File: src/source/tlp_pkg.sv
`default_nettype none

package tlp_pkg;

	localparam int TLP_WORD_W = 16;

	typedef logic [TLP_WORD_W-1:0] tlp_word_t;
	typedef logic [9:0]            tlp_len_t;
	typedef logic [3:0]            tlp_be_t;
	typedef logic [11:0]           tlp_byte_cnt_t;

	// Packet kind, decoded from the type field of header word 0
	typedef enum logic [2:0] {
		KIND_MEM      = 3'h0,
		KIND_MEM_LOCK = 3'h1,
		KIND_IO       = 3'h2,
		KIND_CFG0     = 3'h3,
		KIND_CFG1     = 3'h4,
		KIND_MSG      = 3'h5,
		KIND_CPL      = 3'h6,
		KIND_CPL_LOCK = 3'h7
	} tlp_kind_e;

	// Header word 0
	typedef struct packed {
		logic       rsvd_a;
		logic [1:0] fmt;
		logic [4:0] typ;
		logic       rsvd_b;
		logic [2:0] tc;
		logic [3:0] rsvd_c;
	} tlp_hdr0_t;

	// Header word 1
	typedef struct packed {
		logic       td;
		logic       ep;
		logic [1:0] attr;
		logic [1:0] rsvd;
		tlp_len_t   length;
	} tlp_hdr1_t;

	typedef union packed {
		tlp_hdr0_t h0;
		tlp_hdr1_t h1;
	} tlp_word_u;

	// Completion with data, 3DW header
	localparam logic [1:0] FMT_3DW_DATA = 2'b10;
	localparam logic [4:0] TYPE_CPL     = 5'b01010;

endpackage

`default_nettype wire

File: src/source/tlp_rx_if.sv
`default_nettype none

interface tlp_rx_if;

	tlp_pkg::tlp_kind_e kind;
	logic               is_write;
	logic               has_data;
	logic               is_4dw;
	tlp_pkg::tlp_len_t  length;
	logic [15:0]        reqid;
	logic [7:0]         tag;
	tlp_pkg::tlp_be_t   first_be;
	tlp_pkg::tlp_be_t   last_be;
	logic [63:2]        addr;
	logic               hdr_valid;
	logic               pay_valid;
	tlp_pkg::tlp_word_t pay_data;
	logic               pkt_end;
	logic [6:0]         bar_hit;

	modport parser (
		output kind, is_write, has_data, is_4dw, length, reqid, tag, first_be, last_be,
		output addr, hdr_valid, pay_valid, pay_data, pkt_end, bar_hit
	);

	modport credit (
		input kind, is_write, has_data, length, pkt_end, bar_hit
	);

	modport seq (
		input kind, is_write, length, reqid, tag, first_be, last_be, addr,
		input hdr_valid, pay_valid, pay_data, pkt_end, bar_hit
	);

endinterface

`default_nettype wire

File: src/source/tlp_cpl_if.sv
`default_nettype none

interface tlp_cpl_if;

	logic                   cpl_valid;
	tlp_pkg::tlp_len_t      length;
	tlp_pkg::tlp_byte_cnt_t byte_cnt;
	logic [15:0]            reqid;
	logic [7:0]             tag;
	logic [6:0]             low_addr;
	logic                   rd_req;
	tlp_pkg::tlp_word_t     rd_data;

	modport seq (
		output cpl_valid, length, byte_cnt, reqid, tag, low_addr, rd_data,
		input  rd_req
	);

	modport tx (
		input  cpl_valid, length, byte_cnt, reqid, tag, low_addr, rd_data,
		output rd_req
	);

endinterface

`default_nettype wire

File: src/source/tlp_rx_parser.sv
`default_nettype none

module tlp_rx_parser (
	input  logic               pcie_clk,
	input  logic               sys_rst,
	input  logic               rx_st_i,
	input  logic               rx_end_i,
	input  tlp_pkg::tlp_word_t rx_data_i,
	input  logic [6:0]         rx_bar_hit_i,
	tlp_rx_if.parser           rx
);

	localparam logic [3:0]
		ST_HEAD0 = 4'h0,
		ST_HEAD1 = 4'h1,
		ST_REQ2  = 4'h2,
		ST_REQ3  = 4'h3,
		ST_REQ4  = 4'h4,
		ST_REQ5  = 4'h5,
		ST_REQ6  = 4'h6,
		ST_REQ7  = 4'h7,
		ST_CPL2  = 4'h8,
		ST_CPL3  = 4'h9,
		ST_CPL4  = 4'ha,
		ST_CPL5  = 4'hb,
		ST_DATA  = 4'hc;

	logic [3:0]         state;
	tlp_pkg::tlp_word_u hdr_word;
	tlp_pkg::tlp_kind_e kind_dec;

	assign hdr_word = rx_data_i;

	always_comb begin
		if (hdr_word.h0.typ[4]) begin
			kind_dec = tlp_pkg::KIND_MSG;
		end else if (!hdr_word.h0.typ[3]) begin
			case (hdr_word.h0.typ[2:0])
				3'b000:  kind_dec = tlp_pkg::KIND_MEM;
				3'b001:  kind_dec = tlp_pkg::KIND_MEM_LOCK;
				3'b010:  kind_dec = tlp_pkg::KIND_IO;
				3'b100:  kind_dec = tlp_pkg::KIND_CFG0;
				default: kind_dec = tlp_pkg::KIND_CFG1;
			endcase
		end else if (hdr_word.h0.typ[0]) begin
			kind_dec = tlp_pkg::KIND_CPL_LOCK;
		end else begin
			kind_dec = tlp_pkg::KIND_CPL;
		end
	end

	always_ff @(posedge pcie_clk) begin
		if (sys_rst) begin
			state <= ST_HEAD0;
			rx.hdr_valid <= 1'b0;
			rx.pay_valid <= 1'b0;
			rx.pkt_end <= 1'b0;
		end else begin
			rx.hdr_valid <= 1'b0;
			rx.pay_valid <= 1'b0;
			rx.pkt_end <= rx_end_i;
			case (state)
				ST_HEAD0: begin
					if (rx_st_i) begin
						rx.kind <= kind_dec;
						rx.has_data <= hdr_word.h0.fmt[1];
						rx.is_4dw <= hdr_word.h0.fmt[0];
						rx.is_write <= hdr_word.h0.fmt[1] && (hdr_word.h0.typ[4:1] == 4'b0000);
						rx.bar_hit <= rx_bar_hit_i;
						state <= ST_HEAD1;
					end
				end
				ST_HEAD1: begin
					rx.length <= hdr_word.h1.length;
					if (rx.kind == tlp_pkg::KIND_CPL || rx.kind == tlp_pkg::KIND_CPL_LOCK) begin
						state <= ST_CPL2;
					end else begin
						state <= ST_REQ2;
					end
				end
				ST_REQ2: begin
					rx.reqid <= rx_data_i;
					state <= ST_REQ3;
				end
				ST_REQ3: begin
					rx.tag <= rx_data_i[15:8];
					rx.last_be <= rx_data_i[7:4];
					rx.first_be <= rx_data_i[3:0];
					// 3DW header has no upper address words
					if (rx.is_4dw) begin
						state <= ST_REQ4;
					end else begin
						rx.addr[63:32] <= '0;
						state <= ST_REQ6;
					end
				end
				ST_REQ4: begin
					rx.addr[63:48] <= rx_data_i;
					state <= ST_REQ5;
				end
				ST_REQ5: begin
					rx.addr[47:32] <= rx_data_i;
					state <= ST_REQ6;
				end
				ST_REQ6: begin
					rx.addr[31:16] <= rx_data_i;
					state <= ST_REQ7;
				end
				ST_REQ7: begin
					rx.addr[15:2] <= rx_data_i[15:2];
					rx.hdr_valid <= 1'b1;
					state <= ST_DATA;
				end
				// Completion header is walked but not decoded
				ST_CPL2, ST_CPL3, ST_CPL4, ST_CPL5: begin
					state <= state + 4'h1;
				end
				ST_DATA: begin
					rx.pay_valid <= 1'b1;
					rx.pay_data <= rx_data_i;
				end
				default: begin
					state <= ST_HEAD0;
				end
			endcase
			if (rx_end_i) begin
				state <= ST_HEAD0;
			end
		end
	end

endmodule

`default_nettype wire

File: src/source/rx_credit_return.sv
`default_nettype none

module rx_credit_return (
	input  logic       pcie_clk,
	input  logic       sys_rst,
	tlp_rx_if.credit   rx,
	output logic       ph_cr_o,
	output logic       pd_cr_o,
	output logic       nph_cr_o,
	output logic       npd_cr_o,
	output logic [7:0] pd_num_o
);

	logic [7:0] pd_units;

	// Length in units of four doublewords, rounded up
	assign pd_units = rx.length[9:2] + {7'h0, |rx.length[1:0]};

	always_ff @(posedge pcie_clk) begin
		if (sys_rst) begin
			ph_cr_o <= 1'b0;
			pd_cr_o <= 1'b0;
			nph_cr_o <= 1'b0;
			npd_cr_o <= 1'b0;
			pd_num_o <= 8'h0;
		end else begin
			ph_cr_o <= 1'b0;
			pd_cr_o <= 1'b0;
			nph_cr_o <= 1'b0;
			npd_cr_o <= 1'b0;
			pd_num_o <= 8'h0;
			if (rx.pkt_end) begin
				case (rx.kind)
					tlp_pkg::KIND_MEM, tlp_pkg::KIND_MEM_LOCK: begin
						if (rx.bar_hit != 7'h0) begin
							ph_cr_o <= rx.is_write;
							pd_cr_o <= rx.is_write;
							nph_cr_o <= !rx.is_write;
							pd_num_o <= rx.is_write ? pd_units : 8'h0;
						end
					end
					tlp_pkg::KIND_IO, tlp_pkg::KIND_CFG0, tlp_pkg::KIND_CFG1: begin
						nph_cr_o <= 1'b1;
						npd_cr_o <= rx.has_data;
					end
					tlp_pkg::KIND_MSG: begin
						ph_cr_o <= 1'b1;
						pd_cr_o <= rx.has_data;
						pd_num_o <= rx.has_data ? pd_units : 8'h0;
					end
					default: begin
					end
				endcase
			end
		end
	end

endmodule

`default_nettype wire

File: src/source/slave_sequencer.sv
`default_nettype none

module slave_sequencer #(
	parameter int SLV_ADDR_W = 19
) (
	input  logic                  pcie_clk,
	input  logic                  sys_rst,
	tlp_rx_if.seq                 rx,
	tlp_cpl_if.seq                cpl,
	output logic [6:0]            slv_bar_o,
	output logic                  slv_ce_o,
	output logic                  slv_we_o,
	output logic [SLV_ADDR_W-1:0] slv_adr_o,
	output tlp_pkg::tlp_word_t    slv_dat_o,
	output logic [1:0]            slv_sel_o,
	input  tlp_pkg::tlp_word_t    slv_dat_i
);

	localparam logic [1:0]
		SEQ_IDLE  = 2'h0,
		SEQ_WRITE = 2'h1,
		SEQ_READ  = 2'h2;

	logic [1:0]             state;
	logic [10:0]            word_cnt;
	logic                   accept;
	logic [SLV_ADDR_W-1:0]  start_adr;
	tlp_pkg::tlp_byte_cnt_t byte_cnt;
	logic [1:0]             sel;

	function automatic logic [1:0] low_bit(input tlp_pkg::tlp_be_t be);
		logic [1:0] idx;
		idx = 2'd0;
		for (int i = 3; i >= 0; i--) begin
			if (be[i]) begin
				idx = 2'(i);
			end
		end
		return idx;
	endfunction

	function automatic logic [1:0] high_bit(input tlp_pkg::tlp_be_t be);
		logic [1:0] idx;
		idx = 2'd0;
		for (int i = 0; i < 4; i++) begin
			if (be[i]) begin
				idx = 2'(i);
			end
		end
		return idx;
	endfunction

	assign accept = rx.hdr_valid && (rx.kind == tlp_pkg::KIND_MEM) && (rx.bar_hit != 7'h0);

	// One below the first halfword, the address steps before every access
	assign start_adr = {rx.addr[SLV_ADDR_W:2], 1'b0} - SLV_ADDR_W'(1);

	always_comb begin
		if (rx.length == 10'd1 && rx.last_be == 4'h0) begin
			if (rx.first_be == 4'h0) begin
				byte_cnt = 12'd1;
			end else begin
				byte_cnt = 12'(high_bit(rx.first_be)) - 12'(low_bit(rx.first_be)) + 12'd1;
			end
		end else begin
			byte_cnt = {rx.length, 2'b00} - 12'(low_bit(rx.first_be))
				- 12'(2'd3 - high_bit(rx.last_be));
		end
	end

	// Byte lanes of the halfword at word_cnt
	always_comb begin
		if (word_cnt[10:1] == 10'h0) begin
			sel = word_cnt[0] ? {rx.first_be[2], rx.first_be[3]} : {rx.first_be[0], rx.first_be[1]};
		end else if (word_cnt[10:1] == rx.length - 10'h1) begin
			sel = word_cnt[0] ? {rx.last_be[2], rx.last_be[3]} : {rx.last_be[0], rx.last_be[1]};
		end else begin
			sel = 2'b11;
		end
	end

	always_ff @(posedge pcie_clk) begin
		if (sys_rst) begin
			state <= SEQ_IDLE;
			slv_bar_o <= 7'h0;
			slv_ce_o <= 1'b0;
			slv_we_o <= 1'b0;
			cpl.cpl_valid <= 1'b0;
		end else begin
			slv_ce_o <= 1'b0;
			slv_we_o <= 1'b0;
			case (state)
				SEQ_IDLE: begin
					slv_bar_o <= 7'h0;
					if (accept) begin
						slv_bar_o <= rx.bar_hit;
						slv_adr_o <= start_adr;
						if (rx.is_write) begin
							word_cnt <= 11'h0;
							state <= SEQ_WRITE;
						end else begin
							word_cnt <= {rx.length, 1'b0};
							cpl.cpl_valid <= 1'b1;
							cpl.length <= rx.length;
							cpl.byte_cnt <= byte_cnt;
							cpl.reqid <= rx.reqid;
							cpl.tag <= rx.tag;
							cpl.low_addr <= {rx.addr[6:2], low_bit(rx.first_be)};
							state <= SEQ_READ;
						end
					end
				end
				//--------------------------------------------------------------------------
				// Memory write, one slave cycle per payload word
				//--------------------------------------------------------------------------
				SEQ_WRITE: begin
					if (rx.pay_valid) begin
						slv_ce_o <= 1'b1;
						slv_we_o <= 1'b1;
						slv_adr_o <= slv_adr_o + SLV_ADDR_W'(1);
						slv_dat_o <= rx.pay_data;
						slv_sel_o <= sel;
						word_cnt <= word_cnt + 11'h1;
					end
					if (rx.pkt_end) begin
						state <= SEQ_IDLE;
					end
				end
				//--------------------------------------------------------------------------
				// Memory read, halfwords fetched on request of the transmitter
				//--------------------------------------------------------------------------
				SEQ_READ: begin
					if (cpl.rd_req) begin
						slv_ce_o <= 1'b1;
						slv_sel_o <= 2'b11;
						slv_adr_o <= slv_adr_o + SLV_ADDR_W'(1);
						word_cnt <= word_cnt - 11'h1;
					end
					// Slave data comes back the cycle after the strobe
					if (slv_ce_o) begin
						cpl.rd_data <= slv_dat_i;
						if (word_cnt == 11'h0) begin
							cpl.cpl_valid <= 1'b0;
							state <= SEQ_IDLE;
						end
					end
				end
				default: begin
					state <= SEQ_IDLE;
				end
			endcase
		end
	end

endmodule

`default_nettype wire

File: src/source/cpl_transmitter.sv
`default_nettype none

module cpl_transmitter (
	input  logic               pcie_clk,
	input  logic               sys_rst,
	tlp_cpl_if.tx              cpl,
	input  logic [7:0]         bus_num_i,
	input  logic [4:0]         dev_num_i,
	input  logic [2:0]         func_num_i,
	output logic               tx_req_o,
	input  logic               tx_rdy_i,
	output logic               tx_st_o,
	output logic               tx_end_o,
	output tlp_pkg::tlp_word_t tx_data_o
);

	localparam logic [1:0]
		TX_IDLE = 2'h0,
		TX_WAIT = 2'h1,
		TX_SEND = 2'h2;

	logic [1:0]         state;
	logic [11:0]        slot;
	logic [11:0]        last_slot;
	tlp_pkg::tlp_word_u hdr0;
	tlp_pkg::tlp_word_u hdr1;

	// Six header words then 2 x length data words
	assign last_slot = {1'b0, cpl.length, 1'b0} + 12'd5;

	always_comb begin
		hdr0 = '0;
		hdr0.h0.fmt = tlp_pkg::FMT_3DW_DATA;
		hdr0.h0.typ = tlp_pkg::TYPE_CPL;
		hdr1 = '0;
		hdr1.h1.length = cpl.length;
	end

	always_ff @(posedge pcie_clk) begin
		if (sys_rst) begin
			state <= TX_IDLE;
			tx_req_o <= 1'b0;
			tx_st_o <= 1'b0;
			tx_end_o <= 1'b0;
			cpl.rd_req <= 1'b0;
		end else begin
			tx_st_o <= 1'b0;
			tx_end_o <= 1'b0;
			cpl.rd_req <= 1'b0;
			case (state)
				TX_IDLE: begin
					if (cpl.cpl_valid) begin
						tx_req_o <= 1'b1;
						state <= TX_WAIT;
					end
				end
				TX_WAIT: begin
					if (tx_rdy_i) begin
						tx_req_o <= 1'b0;
						tx_st_o <= 1'b1;
						tx_data_o <= hdr0;
						slot <= 12'd1;
						state <= TX_SEND;
					end
				end
				TX_SEND: begin
					slot <= slot + 12'd1;
					// Read data lands two cycles after its request
					cpl.rd_req <= (slot >= 12'd3) && (slot + 12'd2 < last_slot);
					case (slot)
						12'd1:   tx_data_o <= hdr1;
						12'd2:   tx_data_o <= {bus_num_i, dev_num_i, func_num_i};
						12'd3:   tx_data_o <= {3'b000, 1'b0, cpl.byte_cnt};
						12'd4:   tx_data_o <= cpl.reqid;
						12'd5:   tx_data_o <= {cpl.tag, 1'b0, cpl.low_addr};
						default: tx_data_o <= cpl.rd_data;
					endcase
					if (slot == last_slot) begin
						tx_end_o <= 1'b1;
						state <= TX_IDLE;
					end
				end
				default: begin
					state <= TX_IDLE;
				end
			endcase
		end
	end

endmodule

`default_nettype wire

File: src/source/pcie_tlp.sv
`default_nettype none

module pcie_tlp #(
	parameter int SLV_ADDR_W = 19
) (
	input  logic                  pcie_clk,
	input  logic                  sys_rst,
	// Receive stream
	input  logic                  rx_st_i,
	input  logic                  rx_end_i,
	input  tlp_pkg::tlp_word_t    rx_data_i,
	input  logic [6:0]            rx_bar_hit_i,
	input  logic [7:0]            bus_num_i,
	input  logic [4:0]            dev_num_i,
	input  logic [2:0]            func_num_i,
	// Transmit stream
	output logic                  tx_req_o,
	input  logic                  tx_rdy_i,
	output logic                  tx_st_o,
	output logic                  tx_end_o,
	output tlp_pkg::tlp_word_t    tx_data_o,
	// Receive credits
	output logic                  ph_cr_o,
	output logic                  pd_cr_o,
	output logic                  nph_cr_o,
	output logic                  npd_cr_o,
	output logic [7:0]            pd_num_o,
	// Slave bus
	output logic [6:0]            slv_bar_o,
	output logic                  slv_ce_o,
	output logic                  slv_we_o,
	output logic [SLV_ADDR_W-1:0] slv_adr_o,
	output tlp_pkg::tlp_word_t    slv_dat_o,
	output logic [1:0]            slv_sel_o,
	input  tlp_pkg::tlp_word_t    slv_dat_i
);

	tlp_rx_if  rx();
	tlp_cpl_if cpl();

	tlp_rx_parser i_rx_parser (
		.pcie_clk, .sys_rst,
		.rx_st_i, .rx_end_i, .rx_data_i, .rx_bar_hit_i,
		.rx(rx.parser)
	);

	rx_credit_return i_rx_credit_return (
		.pcie_clk, .sys_rst,
		.rx(rx.credit),
		.ph_cr_o, .pd_cr_o, .nph_cr_o, .npd_cr_o, .pd_num_o
	);

	slave_sequencer #(
		.SLV_ADDR_W(SLV_ADDR_W)
	) i_slave_sequencer (
		.pcie_clk, .sys_rst,
		.rx(rx.seq), .cpl(cpl.seq),
		.slv_bar_o, .slv_ce_o, .slv_we_o, .slv_adr_o,
		.slv_dat_o, .slv_sel_o, .slv_dat_i
	);

	cpl_transmitter i_cpl_transmitter (
		.pcie_clk, .sys_rst,
		.cpl(cpl.tx),
		.bus_num_i, .dev_num_i, .func_num_i,
		.tx_req_o, .tx_rdy_i, .tx_st_o, .tx_end_o, .tx_data_o
	);

endmodule

`default_nettype wire

File: config.mk
export PLATFORM = sky130hd
export DESIGN_NAME = pcie_tlp
export DESIGN_NICKNAME = d
export VERILOG_FILES = /design/src/source/tlp_pkg.sv /design/src/source/tlp_rx_if.sv /design/src/source/tlp_cpl_if.sv /design/src/source/tlp_rx_parser.sv /design/src/source/rx_credit_return.sv /design/src/source/slave_sequencer.sv /design/src/source/cpl_transmitter.sv /design/src/source/pcie_tlp.sv
export SDC_FILE = /design/constraint.sdc
export NUM_CORES = 1
export LEC_CHECK = 0
export ABC_CLOCK_PERIOD_IN_PS = 11330
export BUFFER_PORTS_ARGS = -buffer_cell sky130_fd_sc_hd__buf_4
export CAP_MARGIN = 10
export CELL_PAD_IN_SITES_DETAIL_PLACEMENT = 0
export CELL_PAD_IN_SITES_GLOBAL_PLACEMENT = 1
export CORE_MARGIN = 8
export CORE_UTILIZATION = 40
export DETAILED_ROUTE_END_ITERATION = 8
export PLACE_DENSITY_LB_ADDON = 0.1
export SLEW_MARGIN = 10
export SYNTH_ARGS = -nofsm -noshare
export SYNTH_HDL_FRONTEND = slang
export SYNTH_SLANG_ARGS = --single-unit
File: constraint.sdc
create_clock -name pcie_clk -period 11.33 [get_ports pcie_clk]
set_input_delay 2.266 -clock pcie_clk [delete_from_list [all_inputs] [get_ports pcie_clk]]
set_output_delay 2.266 -clock pcie_clk [all_outputs]
set_load 0.05 [all_outputs]
==> flow_metrics.py <==
metrics = {
    "critical_path": {
        "reg2reg_to": "i_slave_sequencer.word_cnt[10]$_DFFE_PP_",
        "worstRegToRegCells": 10,
        "cp.required_ns": 11.52,
        "crit_type": "input pin to flip-flop",
        "worstReg2RegStart": "i_slave_sequencer.state[0]$_SDFFE_PP0P_",
        "reg2reg_slack_ns": 8.19,
        "path_max_fanout": 53,
        "crit_arrival_ns": 3.90,
        "start_kind": "input pin",
        "cp-startpoint": "sys_rst",
        "cp-end-kind": "flip-flop",
    },
    "power_and_ir_drop": {
        "leakagePower_nw": 5.40,
        "power_density_nw_per_um2": 152,
        "vdd_drop_max_mv": 0.131,
    },
    "drt": {
        "ant_nets": 0,
        "highest_layer": "met4",
        "m1WireLength_um": 14800,
        "viasPerCell": 5.25,
        "drtIter0Drc": 699,
        "first_pass_iters": 9,
        "met2WireLength_um": 15700,
        "drc": 0,
        "wl_um": 33100,
        "vias": 8184,
        "wire_per_inst_um": 21.2,
        "dr_wl_met3_um": 2180,
    },
    "global_route": {
        "overflow": 0,
        "grt_pass1_vias": 8325,
        "grt_max_degree": 54,
        "grt.total_usage_pct": 17.2,
        "antenna_found_initial": 0,
        "grt_first_pass_wirelength_um": 50600,
    },
    "synthesis": {
        "ys_top_cells_by_area": "edfxtp_1, dfxtp_1, ha_1",
        "synth-seq-cells": 271,
        "synth-async-reset-ratio_pct": 0,
        "ys_seq_area_share_pct": 61.8,
        "synth.cell_area_um2": 12600,
        "synthFlopType": "edfxtp_1",
        "synth_top_area_cell": "edfxtp_1",
        "avgSynthCellArea_um2": 12.5,
        "yosysWarnings": 0,
        "ys_top_cells_by_count": "edfxtp_1, nor2_1, nand2_1",
        "synth_most_common_cell": "edfxtp_1",
        "postSynthCellCount": 1002,
        "synth_edf_count": 234,
        "synth_cell_types": 72,
        "syn-num-nets": 1115,
        "yosys.area.top_type_share_pct": 55.9,
    },
    "sta": {
        "hold_viol": 0,
        "slew_headroom_pct": 34.3,
        "max_freq_ghz": 0.269,
        "fin_worst_skew_ns": 0.0226,
        "worst_pin_slew_ns": 0.986,
        "setup_viol": 0,
        "tns_ns": 0,
        "slew_violations": 0,
        "min_period_ns": 3.72,
        "rsz0062_at_grt": "no",
        "fin_crit_sh_pct": 32.8,
        "finalWorstSetupSlack_ns": 7.61,
    },
    "cells_and_area": {
        "fillers": 2913,
        "area_growth_pct": 19.1,
        "nets": 1247,
        "post-route-cell-area_um2": 15000,
        "drive_above_1_share_pct": 18.8,
        "antenna_cells": 0,
    },
    "clocking": {
        "cts_tree": "done",
        "htreeDepth": 1,
        "worstSkewPairLatency_ns": 0.57,
        "clk_path_buf_depth": 3,
        "cts_hold_buf": 0,
        "cts.clk_slew.worst_paths_ns": 0.06,
        "cts_root_buf": "clkbuf_16",
        "cts.sinks": 271,
        "cts_resized": 0,
        "postCtsSetupBuffers": 0,
        "cts_made_buffers": 29,
    },
    "hold_path": {
        "hp-class": "flip-flop to flip-flop",
        "holdPathStages": 0,
        "min_to": "i_slave_sequencer.slv_dat_o[4]$_DFFE_PP_",
        "min_from": "i_rx_parser.rx.pay_data[4]$_DFFE_PP_",
    },
    "floorplanning": {
        "start_util_pct": 40.2,
        "ios": 137,
        "core-area_um2": 31200,
        "rows": 65,
        "dieArea_um2": 37300,
        "die_x_um": 193,
        "die_h_um": 193,
    },
    "placed_design": {
        "place_area_um2": 13900,
        "gp_congestion": 0.808,
        "place_ws_ns": 7.02,
        "place_hpwl_um": 24100,
        "io_buffers": 136,
    },
    "flow_run": {
        "cap_violations": 0,
    },
    "outcome": {
        "status": "finished, final reports clean",
    },
}
## through the flow
stage | utilization [%] | cells | hold WS [ns] | power (mW)
detailed placement | 44.7 | 1505 | 0.405 | 1.30
global route | 47.9 | 1559 | 0.422 | 2.34
CTS | 47.9 | 1559 | 0.414 | 2.29
global placement | 44.7 | 1505 | 0.402 | 1.29
floorplan | - | 1002 | 0.400 | 1.23
finish | 47.9 | 1559 | 0.418 | 2.27
## where the power goes
| part | switching (mW) | leakage (nW) | internal, mW |
|---|---|---|---|
| Combinational | 0.0953 | 2.50 | 0.0593 |
| Clock | 0.400 | 0.496 | 0.594 |
| Sequential | 0.0188 | 2.41 | 1.10 |
| Total | 0.514 | 5.40 | 1.75 |
## logic make-up after synthesis
family / count (synthesis) / share of synthesized area, %
adders and majority gates: 53 / 5.46
muxes: 11 / 0.896
buffers and inverters: 88 / 3.05
and+or+nand+nor: 308 / 12.5
AOI/OAI and AO/OA: 167 / 8.91
DFF: 271 / 61.8
xor gates and xnor gates: 104 / 7.31
## worst max-delay path by stage
stage | depth (start not counted) | slack, ns | end
5_1_grt | 5 | 7.48 | i_slave_sequencer.cpl.byte_cnt[7]$_DFFE_PP_
6_report | 5 | 7.61 | i_slave_sequencer.cpl.byte_cnt[7]$_DFFE_PP_
3_5_place_dp | 5 | 7.02 | i_slave_sequencer.cpl.byte_cnt[7]$_DFFE_PP_
4_1_cts | 5 | 7.61 | i_slave_sequencer.cpl.byte_cnt[7]$_DFFE_PP_
2_1_floorplan | 3 | 6.27 | i_slave_sequencer.slv_adr_o[0]$_SDFFCE_PP1P_
3_3_place_gp | 5 | 7.03 | i_slave_sequencer.cpl.byte_cnt[7]$_DFFE_PP_
## sequential cells by signal (all words and copies together) (netlist names), 16 cells and up
signal / cells
i_slave_sequencer.cpl.reqid: 16
i_cpl_transmitter.tx_data_o: 16
i_rx_parser.rx.addr: 18
i_rx_parser.rx.reqid: 16
i_slave_sequencer.slv_dat_o: 16
i_slave_sequencer.slv_adr_o: 19
i_rx_parser.rx.pay_data: 16
i_slave_sequencer.cpl.rd_data: 16
## critical path: stages
cell	delay [ns]
buf_4	0.20
inv_1	0.24
and4_1	0.44
and2_2	0.20
buf_4	0.52
## layer usage
layer	GRT usage (%)	up-vias
li1	-	3956
met1	23.1	3941
met2	28.7	247
met3	3.33	40
met4	3.62	0
met5	0	-
## final cells by class
| class | instances | area [um^2] | share of cell area [%] |
|---|---|---|---|
| Timing Repair Buffer | 143 | 1070 | 7.18 |
| Tap cell | 402 | 503 | 3.36 |
| Clock inverter | 15 | 211 | 1.41 |
| Clock buffer | 39 | 803 | 5.37 |
| Multi-Input combinational cell | 643 | 4430 | 29.6 |
| Sequential cell | 271 | 7770 | 51.9 |
| Inverter | 46 | 173 | 1.15 |
## layout by cell type (no fill, tap or decap), types with 4 or more instances in the layout
cell,synthesis,final
edfxtp_1,234,234
nor2b_1,7,7
a21oi_1,43,43
nor4_1,10,10
nor3_1,18,17
xnor2_1,64,64
o22ai_1,5,5
inv_1,46,46
and2_1,5,4
a31oi_1,8,8
o21ai_0,39,38
a221oi_1,4,4
dfxtp_1,37,37
nand3_1,32,32
a21o_1,4,4
nand4_1,9,9
clkbuf_16,0,29
nor3b_1,8,7
xor2_1,39,39
mux2i_1,9,9
a22oi_1,8,8
buf_4,3,143
and4_1,5,5
clkbuf_8,0,4
clkinv_4,0,4
and3_1,16,16
a222oi_1,17,17
a211oi_1,6,6
nand2b_1,10,10
a22o_1,9,9
nor2_1,85,85
bufinv_16,0,4
clkbuf_1,19,6
clkinv_2,0,4
or3_1,5,5
ha_1,50,50
nand2_1,75,75
Note: power is estimated with default switching activity, not from simulation.
